===== src/smc_config.svh =====
/* Static memory controller configuration */

`ifndef SMC_CONFIG_SVH
`define SMC_CONFIG_SVH

// ------------------------------
// Bus widths
// ------------------------------
`define SMC_ADDR_W      16       // Memory address bits
`define SMC_DATA_W      32       // Data word bits
`define SMC_STRB_W      4        // One strobe per byte lane
`define SMC_WS_W        4        // Wait-state register bits

// ------------------------------
// Request buffer and config window
// ------------------------------
`define SMC_FIFO_DEPTH  4        // Queued requests

// Top address bit set, never forwarded to memory
`define SMC_CFG_ADDR    16'h8000
`define SMC_RESET_WS    2        // Wait states out of reset

`endif


===== src/smc_pkg.sv =====
/* Static memory controller types */

`include "smc_config.svh"

package smc_pkg;

   // ------------------------------
   // Basic data types
   // ------------------------------
   typedef logic [`SMC_ADDR_W-1:0] addr_t;   // Memory address
   typedef logic [`SMC_DATA_W-1:0] data_t;   // Data word
   typedef logic [`SMC_STRB_W-1:0] strb_t;   // Byte strobes, high active
   typedef logic [`SMC_WS_W-1:0]   ws_t;     // Wait-state count

   // ------------------------------
   // Queued memory request
   // ------------------------------
   // One entry of the request buffer
   typedef struct packed
   {
      logic  write;   // 1 for a write, 0 for a read
      addr_t addr;    // Word address on the memory pins
      data_t data;    // Write data, unused on reads
      strb_t strb;    // Byte lanes of a write
   } smc_req_t;

   // ------------------------------
   // Sequencer states
   // ------------------------------
   typedef enum logic [1:0]
   {
      st_idle  = 2'd0,   // Waiting for a request
      st_lead  = 2'd1,   // Chip select only
      st_rw    = 2'd2,   // Strobes active, wait states counted here
      st_float = 2'd3    // Bus turnaround
   } smc_state_e;

endpackage


===== src/smc_req_fifo.sv =====
/* Request buffer */

`timescale 1ns/1ps

`include "smc_config.svh"

module smc_req_fifo #(
   parameter type T = smc_pkg::smc_req_t   // Payload of one entry
) (
   input  logic  sys_clk6,
   input  logic  n_sys_reset6,
   input  logic  push,
   input  T      push_data,
   input  logic  pop,
   output T      pop_data,
   output logic  full,
   output logic  empty
);

   localparam int DEPTH = `SMC_FIFO_DEPTH;
   localparam int PTR_W = (DEPTH > 1) ? $clog2(DEPTH) : 1;
   localparam int CNT_W = $clog2(DEPTH + 1);   // Holds 0 to DEPTH

   T                  mem [DEPTH];   // Entry storage
   logic [PTR_W-1:0]  wr_ptr;
   logic [PTR_W-1:0]  rd_ptr;
   logic [CNT_W-1:0]  count;         // Entries held
   logic              wr_en;
   logic              rd_en;

   // Guarded strobes, overflow and underflow dropped
   assign wr_en = push && !full;
   assign rd_en = pop && !empty;

   assign full     = (count == CNT_W'(DEPTH));
   assign empty    = (count == '0);
   assign pop_data = mem[rd_ptr];    // Head entry, valid when not empty

   // ------------------------------
   // Pointers and occupancy
   // ------------------------------
   always_ff @(posedge sys_clk6 or negedge n_sys_reset6)
   begin
      if (!n_sys_reset6)
      begin
         wr_ptr <= '0;
         rd_ptr <= '0;
         count  <= '0;
      end
      else
      begin
         if (wr_en)
            wr_ptr <= (wr_ptr == PTR_W'(DEPTH - 1)) ? '0 : wr_ptr + 1'b1;
         if (rd_en)
            rd_ptr <= (rd_ptr == PTR_W'(DEPTH - 1)) ? '0 : rd_ptr + 1'b1;
         case ({wr_en, rd_en})
            2'b10:   count <= count + 1'b1;
            2'b01:   count <= count - 1'b1;
            default: count <= count;   // Both or neither
         endcase
      end
   end

   // Storage write
   always_ff @(posedge sys_clk6)
   begin
      if (wr_en)
         mem[wr_ptr] <= push_data;
   end

endmodule


===== src/smc_apb_front.sv =====
/* APB slave front end */

`timescale 1ns/1ps

`include "smc_config.svh"

module smc_apb_front (
   input  logic               sys_clk6,
   input  logic               n_sys_reset6,
   // APB slave
   input  logic               psel,
   input  logic               penable,
   input  logic               pwrite,
   input  smc_pkg::addr_t     paddr,
   input  smc_pkg::data_t     pwdata,
   input  smc_pkg::strb_t     pstrb,
   output logic               pready,
   output smc_pkg::data_t     prdata,
   // Request buffer
   input  logic               full,
   output logic               push,
   output smc_pkg::smc_req_t  push_data,
   // Read return from the sequencer
   input  logic               rd_valid,
   input  smc_pkg::data_t     rd_data,
   // Wait states for the sequencer
   output smc_pkg::ws_t       wait_states
);

   logic            access;    // Access phase of a transfer
   logic            cfg_win;   // Local register window
   logic            cfg_hit;   // The wait-state register itself
   logic            mem_wr;    // Memory write in access phase
   logic            mem_rd;    // Memory read in access phase
   logic            rd_pend;   // Read pushed, transfer still open
   logic            rd_done;   // Read data back and held
   smc_pkg::data_t  rd_buf;    // Returned read word

   // ------------------------------
   // Transfer decode
   // ------------------------------
   assign access  = psel && penable;
   assign cfg_win = paddr[`SMC_ADDR_W-1];   // Top bit selects config space
   assign cfg_hit = (paddr == `SMC_CFG_ADDR);
   assign mem_wr  = access && !cfg_win && pwrite;
   assign mem_rd  = access && !cfg_win && !pwrite;

   // Writes go in while there is room, a read only once
   assign push = (mem_wr && !full) || (mem_rd && !rd_pend && !full);

   // Pack the request
   always_comb
   begin
      push_data.write = pwrite;
      push_data.addr  = paddr;
      push_data.data  = pwdata;
      push_data.strb  = pwrite ? pstrb : '1;   // Reads fetch the whole word
   end

   // ------------------------------
   // Ready and read data
   // ------------------------------
   always_comb
   begin
      if (cfg_win)
         pready = 1'b1;          // Local registers never wait
      else if (pwrite)
         pready = !full;         // Posted, stall only on a full buffer
      else
         pready = rd_done;       // Hold the bus until data is back
   end

   always_comb
   begin
      if (!cfg_win)
         prdata = rd_buf;
      else if (cfg_hit)
         prdata = smc_pkg::data_t'(wait_states);
      else
         prdata = '0;            // Unused part of the window
   end

   // ------------------------------
   // Outstanding read tracking
   // ------------------------------
   always_ff @(posedge sys_clk6 or negedge n_sys_reset6)
   begin
      if (!n_sys_reset6)
      begin
         rd_pend <= 1'b0;
         rd_done <= 1'b0;
      end
      else if (mem_rd && rd_done)
      begin
         rd_pend <= 1'b0;        // Transfer ends this cycle
         rd_done <= 1'b0;
      end
      else
      begin
         if (mem_rd && !rd_pend && !full)
            rd_pend <= 1'b1;
         if (rd_valid && rd_pend)
            rd_done <= 1'b1;
      end
   end

   // Read word, payload only
   always_ff @(posedge sys_clk6)
   begin
      if (rd_valid)
         rd_buf <= rd_data;
   end

   // ------------------------------
   // Wait-state register
   // ------------------------------
   always_ff @(posedge sys_clk6 or negedge n_sys_reset6)
   begin
      if (!n_sys_reset6)
         wait_states <= smc_pkg::ws_t'(`SMC_RESET_WS);
      else if (access && pwrite && cfg_hit)
         wait_states <= pwdata[`SMC_WS_W-1:0];   // Low bits only
   end

endmodule


===== src/smc_strobe_seq.sv =====
/* Memory access sequencer */

`timescale 1ns/1ps

module smc_strobe_seq (
   input  logic               sys_clk6,
   input  logic               n_sys_reset6,
   // Request buffer
   input  logic               empty,
   input  smc_pkg::smc_req_t  pop_data,
   output logic               pop,
   // Wait states from the front end
   input  smc_pkg::ws_t       wait_states,
   // Read return
   output logic               rd_valid,
   output smc_pkg::data_t     rd_data,
   // Memory pins
   input  smc_pkg::data_t     smc_data_in,
   output smc_pkg::addr_t     smc_addr,
   output smc_pkg::data_t     smc_data_out,
   output logic               smc_n_cs,
   output logic               smc_n_rd,
   output smc_pkg::strb_t     smc_n_we,
   output logic               smc_n_wr,
   output logic               smc_n_ext_oe,
   output logic               smc_busy
);

   smc_pkg::smc_state_e  state_q;   // Current state
   smc_pkg::smc_req_t    req_q;     // Request being executed
   smc_pkg::ws_t         ws_cnt;    // Wait states left in rw
   logic                 cs_on;     // Lead or rw
   logic                 rw_read;   // Rw phase of a read
   logic                 rw_write;  // Rw phase of a write
   logic                 rd_last;   // Last cycle of the read strobe on the pins

   // ------------------------------
   // State decode
   // ------------------------------
   assign pop      = (state_q == smc_pkg::st_idle) && !empty;   // One request per idle
   assign cs_on    = (state_q == smc_pkg::st_lead) || (state_q == smc_pkg::st_rw);
   assign rw_read  = (state_q == smc_pkg::st_rw) && !req_q.write;
   assign rw_write = (state_q == smc_pkg::st_rw) && req_q.write;

   // Pins lag the state by one cycle, so float still shows the strobe
   assign rd_last  = (state_q == smc_pkg::st_float) && !req_q.write;

   // ------------------------------
   // Sequencer FSM
   // ------------------------------
   always_ff @(posedge sys_clk6 or negedge n_sys_reset6)
   begin
      if (!n_sys_reset6)
      begin
         state_q <= smc_pkg::st_idle;
         ws_cnt  <= '0;
      end
      else
      begin
         case (state_q)
            smc_pkg::st_idle:
            begin
               if (!empty)
               begin
                  state_q <= smc_pkg::st_lead;
                  ws_cnt  <= wait_states;   // Sampled at pop
               end
            end
            smc_pkg::st_lead:
               state_q <= smc_pkg::st_rw;   // Single cycle
            smc_pkg::st_rw:
            begin
               if (ws_cnt == '0)
                  state_q <= smc_pkg::st_float;
               else
                  ws_cnt <= ws_cnt - 1'b1;  // Stretch by one cycle
            end
            smc_pkg::st_float:
               state_q <= smc_pkg::st_idle;
            default:
               state_q <= smc_pkg::st_idle;
         endcase
      end
   end

   // Request latch
   always_ff @(posedge sys_clk6)
   begin
      if (pop)
         req_q <= pop_data;
   end

   // ------------------------------
   // Control pins
   // ------------------------------
   always_ff @(posedge sys_clk6 or negedge n_sys_reset6)
   begin
      if (!n_sys_reset6)
      begin
         smc_n_cs     <= 1'b1;
         smc_n_rd     <= 1'b1;
         smc_n_wr     <= 1'b1;
         smc_n_we     <= '1;
         smc_n_ext_oe <= 1'b1;
         smc_busy     <= 1'b0;
      end
      else
      begin
         smc_n_cs     <= !cs_on;
         smc_n_rd     <= !rw_read;                      // Whole rw phase
         smc_n_wr     <= !rw_write;
         smc_n_we     <= rw_write ? ~req_q.strb : '1;   // Active byte lanes
         smc_n_ext_oe <= !rw_write;                     // Drive bus on writes
         smc_busy     <= (state_q != smc_pkg::st_idle);
      end
   end

   // Address and write data, held from lead to the next request
   always_ff @(posedge sys_clk6)
   begin
      if (state_q == smc_pkg::st_lead)
      begin
         smc_addr     <= req_q.addr;
         smc_data_out <= req_q.data;
      end
   end

   // ------------------------------
   // Read return
   // ------------------------------
   always_ff @(posedge sys_clk6 or negedge n_sys_reset6)
   begin
      if (!n_sys_reset6)
         rd_valid <= 1'b0;
      else
         rd_valid <= rd_last;   // One-cycle pulse
   end

   // Sample at the edge that ends the read strobe
   always_ff @(posedge sys_clk6)
   begin
      if (rd_last)
         rd_data <= smc_data_in;
   end

endmodule


===== src/smc_top.sv =====
/* Static memory controller top */

`timescale 1ns/1ps

module smc_top (
   input  logic            sys_clk6,
   input  logic            n_sys_reset6,
   // APB slave
   input  logic            psel,
   input  logic            penable,
   input  logic            pwrite,
   input  smc_pkg::addr_t  paddr,
   input  smc_pkg::data_t  pwdata,
   input  smc_pkg::strb_t  pstrb,
   output logic            pready,
   output smc_pkg::data_t  prdata,
   output logic            pslverr,
   // Memory pins
   input  smc_pkg::data_t  smc_data_in,
   output smc_pkg::addr_t  smc_addr,
   output smc_pkg::data_t  smc_data_out,
   output logic            smc_n_cs,
   output logic            smc_n_rd,
   output smc_pkg::strb_t  smc_n_we,
   output logic            smc_n_wr,
   output logic            smc_n_ext_oe,
   output logic            smc_busy
);

   logic               push;
   smc_pkg::smc_req_t  push_data;
   logic               pop;
   smc_pkg::smc_req_t  pop_data;
   logic               full;
   logic               empty;
   logic               rd_valid;
   smc_pkg::data_t     rd_data;
   smc_pkg::ws_t       wait_states;

   assign pslverr = 1'b0;   // No error responses

   // ------------------------------
   // Front end, buffer, sequencer
   // ------------------------------
   smc_apb_front u_apb_front (
      .sys_clk6     (sys_clk6),
      .n_sys_reset6 (n_sys_reset6),
      .psel         (psel),
      .penable      (penable),
      .pwrite       (pwrite),
      .paddr        (paddr),
      .pwdata       (pwdata),
      .pstrb        (pstrb),
      .pready       (pready),
      .prdata       (prdata),
      .full         (full),
      .push         (push),
      .push_data    (push_data),
      .rd_valid     (rd_valid),
      .rd_data      (rd_data),
      .wait_states  (wait_states)
   );

   smc_req_fifo #(
      .T (smc_pkg::smc_req_t)
   ) u_req_fifo (
      .sys_clk6     (sys_clk6),
      .n_sys_reset6 (n_sys_reset6),
      .push         (push),
      .push_data    (push_data),
      .pop          (pop),
      .pop_data     (pop_data),
      .full         (full),
      .empty        (empty)
   );

   smc_strobe_seq u_strobe_seq (
      .sys_clk6     (sys_clk6),
      .n_sys_reset6 (n_sys_reset6),
      .empty        (empty),
      .pop_data     (pop_data),
      .pop          (pop),
      .wait_states  (wait_states),
      .rd_valid     (rd_valid),
      .rd_data      (rd_data),
      .smc_data_in  (smc_data_in),
      .smc_addr     (smc_addr),
      .smc_data_out (smc_data_out),
      .smc_n_cs     (smc_n_cs),
      .smc_n_rd     (smc_n_rd),
      .smc_n_we     (smc_n_we),
      .smc_n_wr     (smc_n_wr),
      .smc_n_ext_oe (smc_n_ext_oe),
      .smc_busy     (smc_busy)
   );

endmodule


===== config.mk =====
export PLATFORM = sky130hd
export DESIGN_NAME = smc_top
export DESIGN_NICKNAME = d
export VERILOG_FILES = /design/src/smc_pkg.sv /design/src/smc_req_fifo.sv /design/src/smc_apb_front.sv /design/src/smc_strobe_seq.sv /design/src/smc_top.sv
export VERILOG_INCLUDE_DIRS = /design/src /design/src/src
export SDC_FILE = /design/constraint.sdc
export NUM_CORES = 1
export LEC_CHECK = 0
export BUFFER_PORTS_ARGS = -buffer_cell sky130_fd_sc_hd__buf_4
export CAP_MARGIN = 30
export CORE_ASPECT_RATIO = 0.9
export CORE_MARGIN = 10
export CORE_UTILIZATION = 49
export DETAILED_ROUTE_END_ITERATION = 10
export GPL_TIMING_DRIVEN = 0
export PLACE_DENSITY = 0.75
export REMOVE_ABC_BUFFERS = 1
export SLEW_MARGIN = 20
export SYNTH_ARGS = -nofsm -noshare
export SYNTH_HDL_FRONTEND = slang
export SYNTH_SLANG_ARGS = --single-unit
export TNS_END_PERCENT = 10

===== constraint.sdc =====
create_clock -name sys_clk6 -period 3.73 [get_ports sys_clk6]
set_input_delay 0.1865 -clock sys_clk6 [delete_from_list [all_inputs] [get_ports sys_clk6]]
set_output_delay 0.1865 -clock sys_clk6 [all_outputs]
set_load 0.01 [all_outputs]

==> metrics.md <==
| Metric | Value |
|---|---|
| Number of buffers added on ports | 178 |
| Cells after synthesis | 632 |
| Worst setup SP type | flip-flop |
| Total CTS buffers | 42 |
| Placement Cell Area | 16400 sq um |
| Largest net degree at the start of global routing | 49 |
| Iteration-0 DRC Markers | 408 |
| Total GRT Usage | 15.1% |
| Chip Height | 182 um |
| Mapped Area | 14300 sq um |
| DIE WIDTH | 200 um |
| Outcome | finished, final reports clean |
| Power per Cell Area | 721 nW/um^2 |
| EDFF count, synth | 377 |
| Post-Synth XOR/XNOR Area | 0.244% |
| Top Ports | 180 |
| Gate power share | 20.2% |
| Period utilization | 70.8% |
| Vias/cell | 5.09 |
| HP Class | input port to flip-flop |
| Design area | 18600 sq um |
| Combinational family with the most area after synthesis | multiplexers |
| Dominant synthesized flop cell | edfxtp_1 |
| Vias | 6898 |
| Detailed placement HPWL | 16400 um |
| # nets final | 1027 |
| Fin. Hold Viols | 0 |
| GR peak layer | met2 |
| Simple-gate share of the synthesized area | 3.48% |
| Share of layout cells above drive strength 1 | 34.8% |
| Max-cap violations | 0 |
| Clk root buf | clkbuf_16 |
| CTS tree | yes |
| CP arrival | 3090 ps |
| Synth Area in Adders | 1.10% |
| Final Setup Violations | 0 |
| Worst skew pair latency | 530 ps |
| Syn_area_per_cell | 22.7 sq um |
| Area growth from synthesis to layout | 29.4% |
| Global-route wire length before repair | 43600 um |
| Clk_skew | 18.4 ps |
| Tot Pwr | 13400 uW |
| FF+latch count, synth | 405 |
| DRC | 0 |
| Reg power frac | 49.6% |
| Synth Area in Compound Gates | 1.23% |
| FILL cells | 1839 |
| Clock network power share | 30.3% |
| Synth unique cells | 46 |
| M1 GR Usage | 18.6% |
| Slew margin rel. | 35.4% |
| Register area share after synthesis | 83.9% |
| CTS HTree Levels | 2 |
| Pint | 9940 uW |
| Worst Setup End Kind | flip-flop |
| GR Layer Usage met2 | 25.5% |
| Clk buf depth | 3 |
| Total congestion overflow | 0 |
| RSZ-0062 raised after global routing | no |
| Number of global-route vias before repair | 7575 |
| Peak supply drop | 0.000413 V |
| Mux cell area share after synthesis | 8.92% |
| CP Max Fanout | 14 |
| Total wire length | 27700 um |
| CP Class | flip-flop to flip-flop |
| Minimum clock period | 2640 ps |
| Met3 Usage GRT | 5.08% |
| Least-Margin Pin Slew | 969 ps |
| Initial antenna violation count | 0 |
| # clock sinks | 405 |
| Fin Setup TNS | 0 ps |
| NetSw | 3450 uW |
| Commonest non-fill, non-tap cells in the layout | edfxtp_1, buf_4, dlygate4sd3_1, mux4_2, clkbuf_16 |
| Synth Warn # | 0 |
| Fmax achieved | 379 MHz |
| Async SR Flop Fraction | 6.91% |
| Full die area | 36500 sq um |
| Routability cong. | 0.728 |
| Post CTS Setup Buffer Count | 0 |
| WL/cell | 20.4 um |
| Clock transition at path regs | 60 ps |
| Switching Fraction | 25.8% |
| Core ar. | 28900 sq um |
| Worst endpoint required time | 4170 ps |
| Commonest non-fill, non-tap cell in the layout | edfxtp_1 |
| Initial Util | 49.7% |
| Post-route ant nets | 0 |
| Row count | 59 |
| Max-slew violation count | 0 |
| P_leak | 0.00654 uW |
| First-pass iteration count of the detailed router | 4 |
-- sequential cells by signal (all words and copies together) (netlist names), 2 cells and up --
name                       flops
u_req_fifo.mem               212
u_strobe_seq.req_q            53
u_apb_front.rd_buf            32
u_strobe_seq.rd_data          32
u_strobe_seq.smc_data_out     32
u_strobe_seq.smc_addr         16
u_apb_front.wait_states        4
u_strobe_seq.smc_n_we          4
u_strobe_seq.ws_cnt            4
u_req_fifo.count               3
u_req_fifo.rd_ptr              2
u_req_fifo.wr_ptr              2
u_strobe_seq.state_q           2
-- synth_stat cells, drive strengths merged (2+ instances only) --
master | n | area share (%)
nand2b | 7 | 0.31
ha | 11 | 0.96
nor2b | 27 | 1.2
nand2 | 14 | 0.37
or3 | 2 | 0.087
inv | 19 | 0.50
edfxtp | 377 | 79
nor4b | 2 | 0.27
nor4 | 3 | 0.13
dfrtp | 20 | 3.5
xnor2 | 2 | 0.12
a21oi | 6 | 0.21
mux2i | 3 | 0.21
and2 | 4 | 0.17
mux4 | 53 | 8.3
o21ai | 12 | 0.42
xor2 | 2 | 0.12
nor2 | 6 | 0.16
buf | 13 | 0.46
clkbuf | 7 | 0.19
mux2 | 5 | 0.39
and2b | 3 | 0.16
nand3 | 5 | 0.17
o22ai | 2 | 0.087
and4 | 2 | 0.16
nor3 | 2 | 0.070
dfstp | 8 | 1.5
-- path summary, 6_finish.rpt --
kind	startpoint	endpoint	slack [ps]	cells past startpoint
max	u_strobe_seq.state_q[0]$_DFFE_PN0P_	u_req_fifo.count[2]$_DFFE_PN0P_	1090	10
min	pstrb[3]	u_req_fifo.mem[3][3]$_DFFE_PP_	20	2
max reg2reg	u_strobe_seq.state_q[0]$_DFFE_PN0P_	u_req_fifo.count[2]$_DFFE_PN0P_	1090	10
min reg2reg	u_strobe_seq.req_q[10]$_DFFE_PP_	u_strobe_seq.smc_data_out[6]$_DFFE_PN_	410	0
max in group asynchronous	n_sys_reset6	u_strobe_seq.smc_n_we[2]$_DFF_PN1_	3290	2
min in group asynchronous	n_sys_reset6	u_apb_front.wait_states[2]$_DFFE_PN0P_	110	2
-- layout make-up --
class	instances	area, sq um	share of cell area, %
multi-input combinational	188	2180	11.8
antenna	1	2.50	0.0135
timing repair buffer	270	2410	13.0
sequential	405	12000	64.9
tap	396	495	2.67
clock inverter	24	250	1.35
clock buffer	52	1110	5.98
inverter	19	73.8	0.398
-- worst max-delay path, cell delays in order, from the launching register on --
cell	delay, ps
dfrtp_1	440
inv_1	110
ha_1	320
o31ai_1	260
inv_4	290
ha_1	250
inv_1	70
fa_1	430
xor2_1	150
nor2_1	110
xor2_1	140
-- power groups by stage --
stage,Combinational (uW),Clock (uW),Sequential (uW)
after global routing,2930,4340,6730
after floorplan,1290,0,6850
after global placement,2280,0,6980
final,2700,4050,6630
after CTS,2760,4150,6640
after detailed placement,2680,0,6730
-- repair_timing --
item	in CTS	in global routing
gates resized for setup	0	0
endpoints found under the setup margin	0	0
hold endpoints to repair	260	0
hold buffers	82	0
-- layer usage --
metal  vias up  wire length, um
li1       3118                -
met1      3529            11400
met2       217            13800
met3        34             2180
met4         0              370
met5         -                0
-- through the flow --
| step | hold slack, ps | setup slack (ps) | cells | util (%) |
|---|---|---|---|---|
| after floorplan | -109 | 471 | 612 | - |
| after global placement | 127 | -651 | 1186 | 55.7 |
| after detailed placement | 130 | 1040 | 1196 | 56.8 |
| after CTS | 3.76 | 1070 | 1354 | 64.3 |
| after global routing | 24.4 | 908 | 1354 | 64.3 |
| final | 21.1 | 1090 | 1355 | 64.3 |
-- cells by family after synthesis --
logic type,after synthesis
flops,405
simple gates,81
mux,61
buf+inv,39
compound gates,29
fa+ha+maj,12
xor+xnor,4
other cells,1
(Power assumes the default switching activity.)
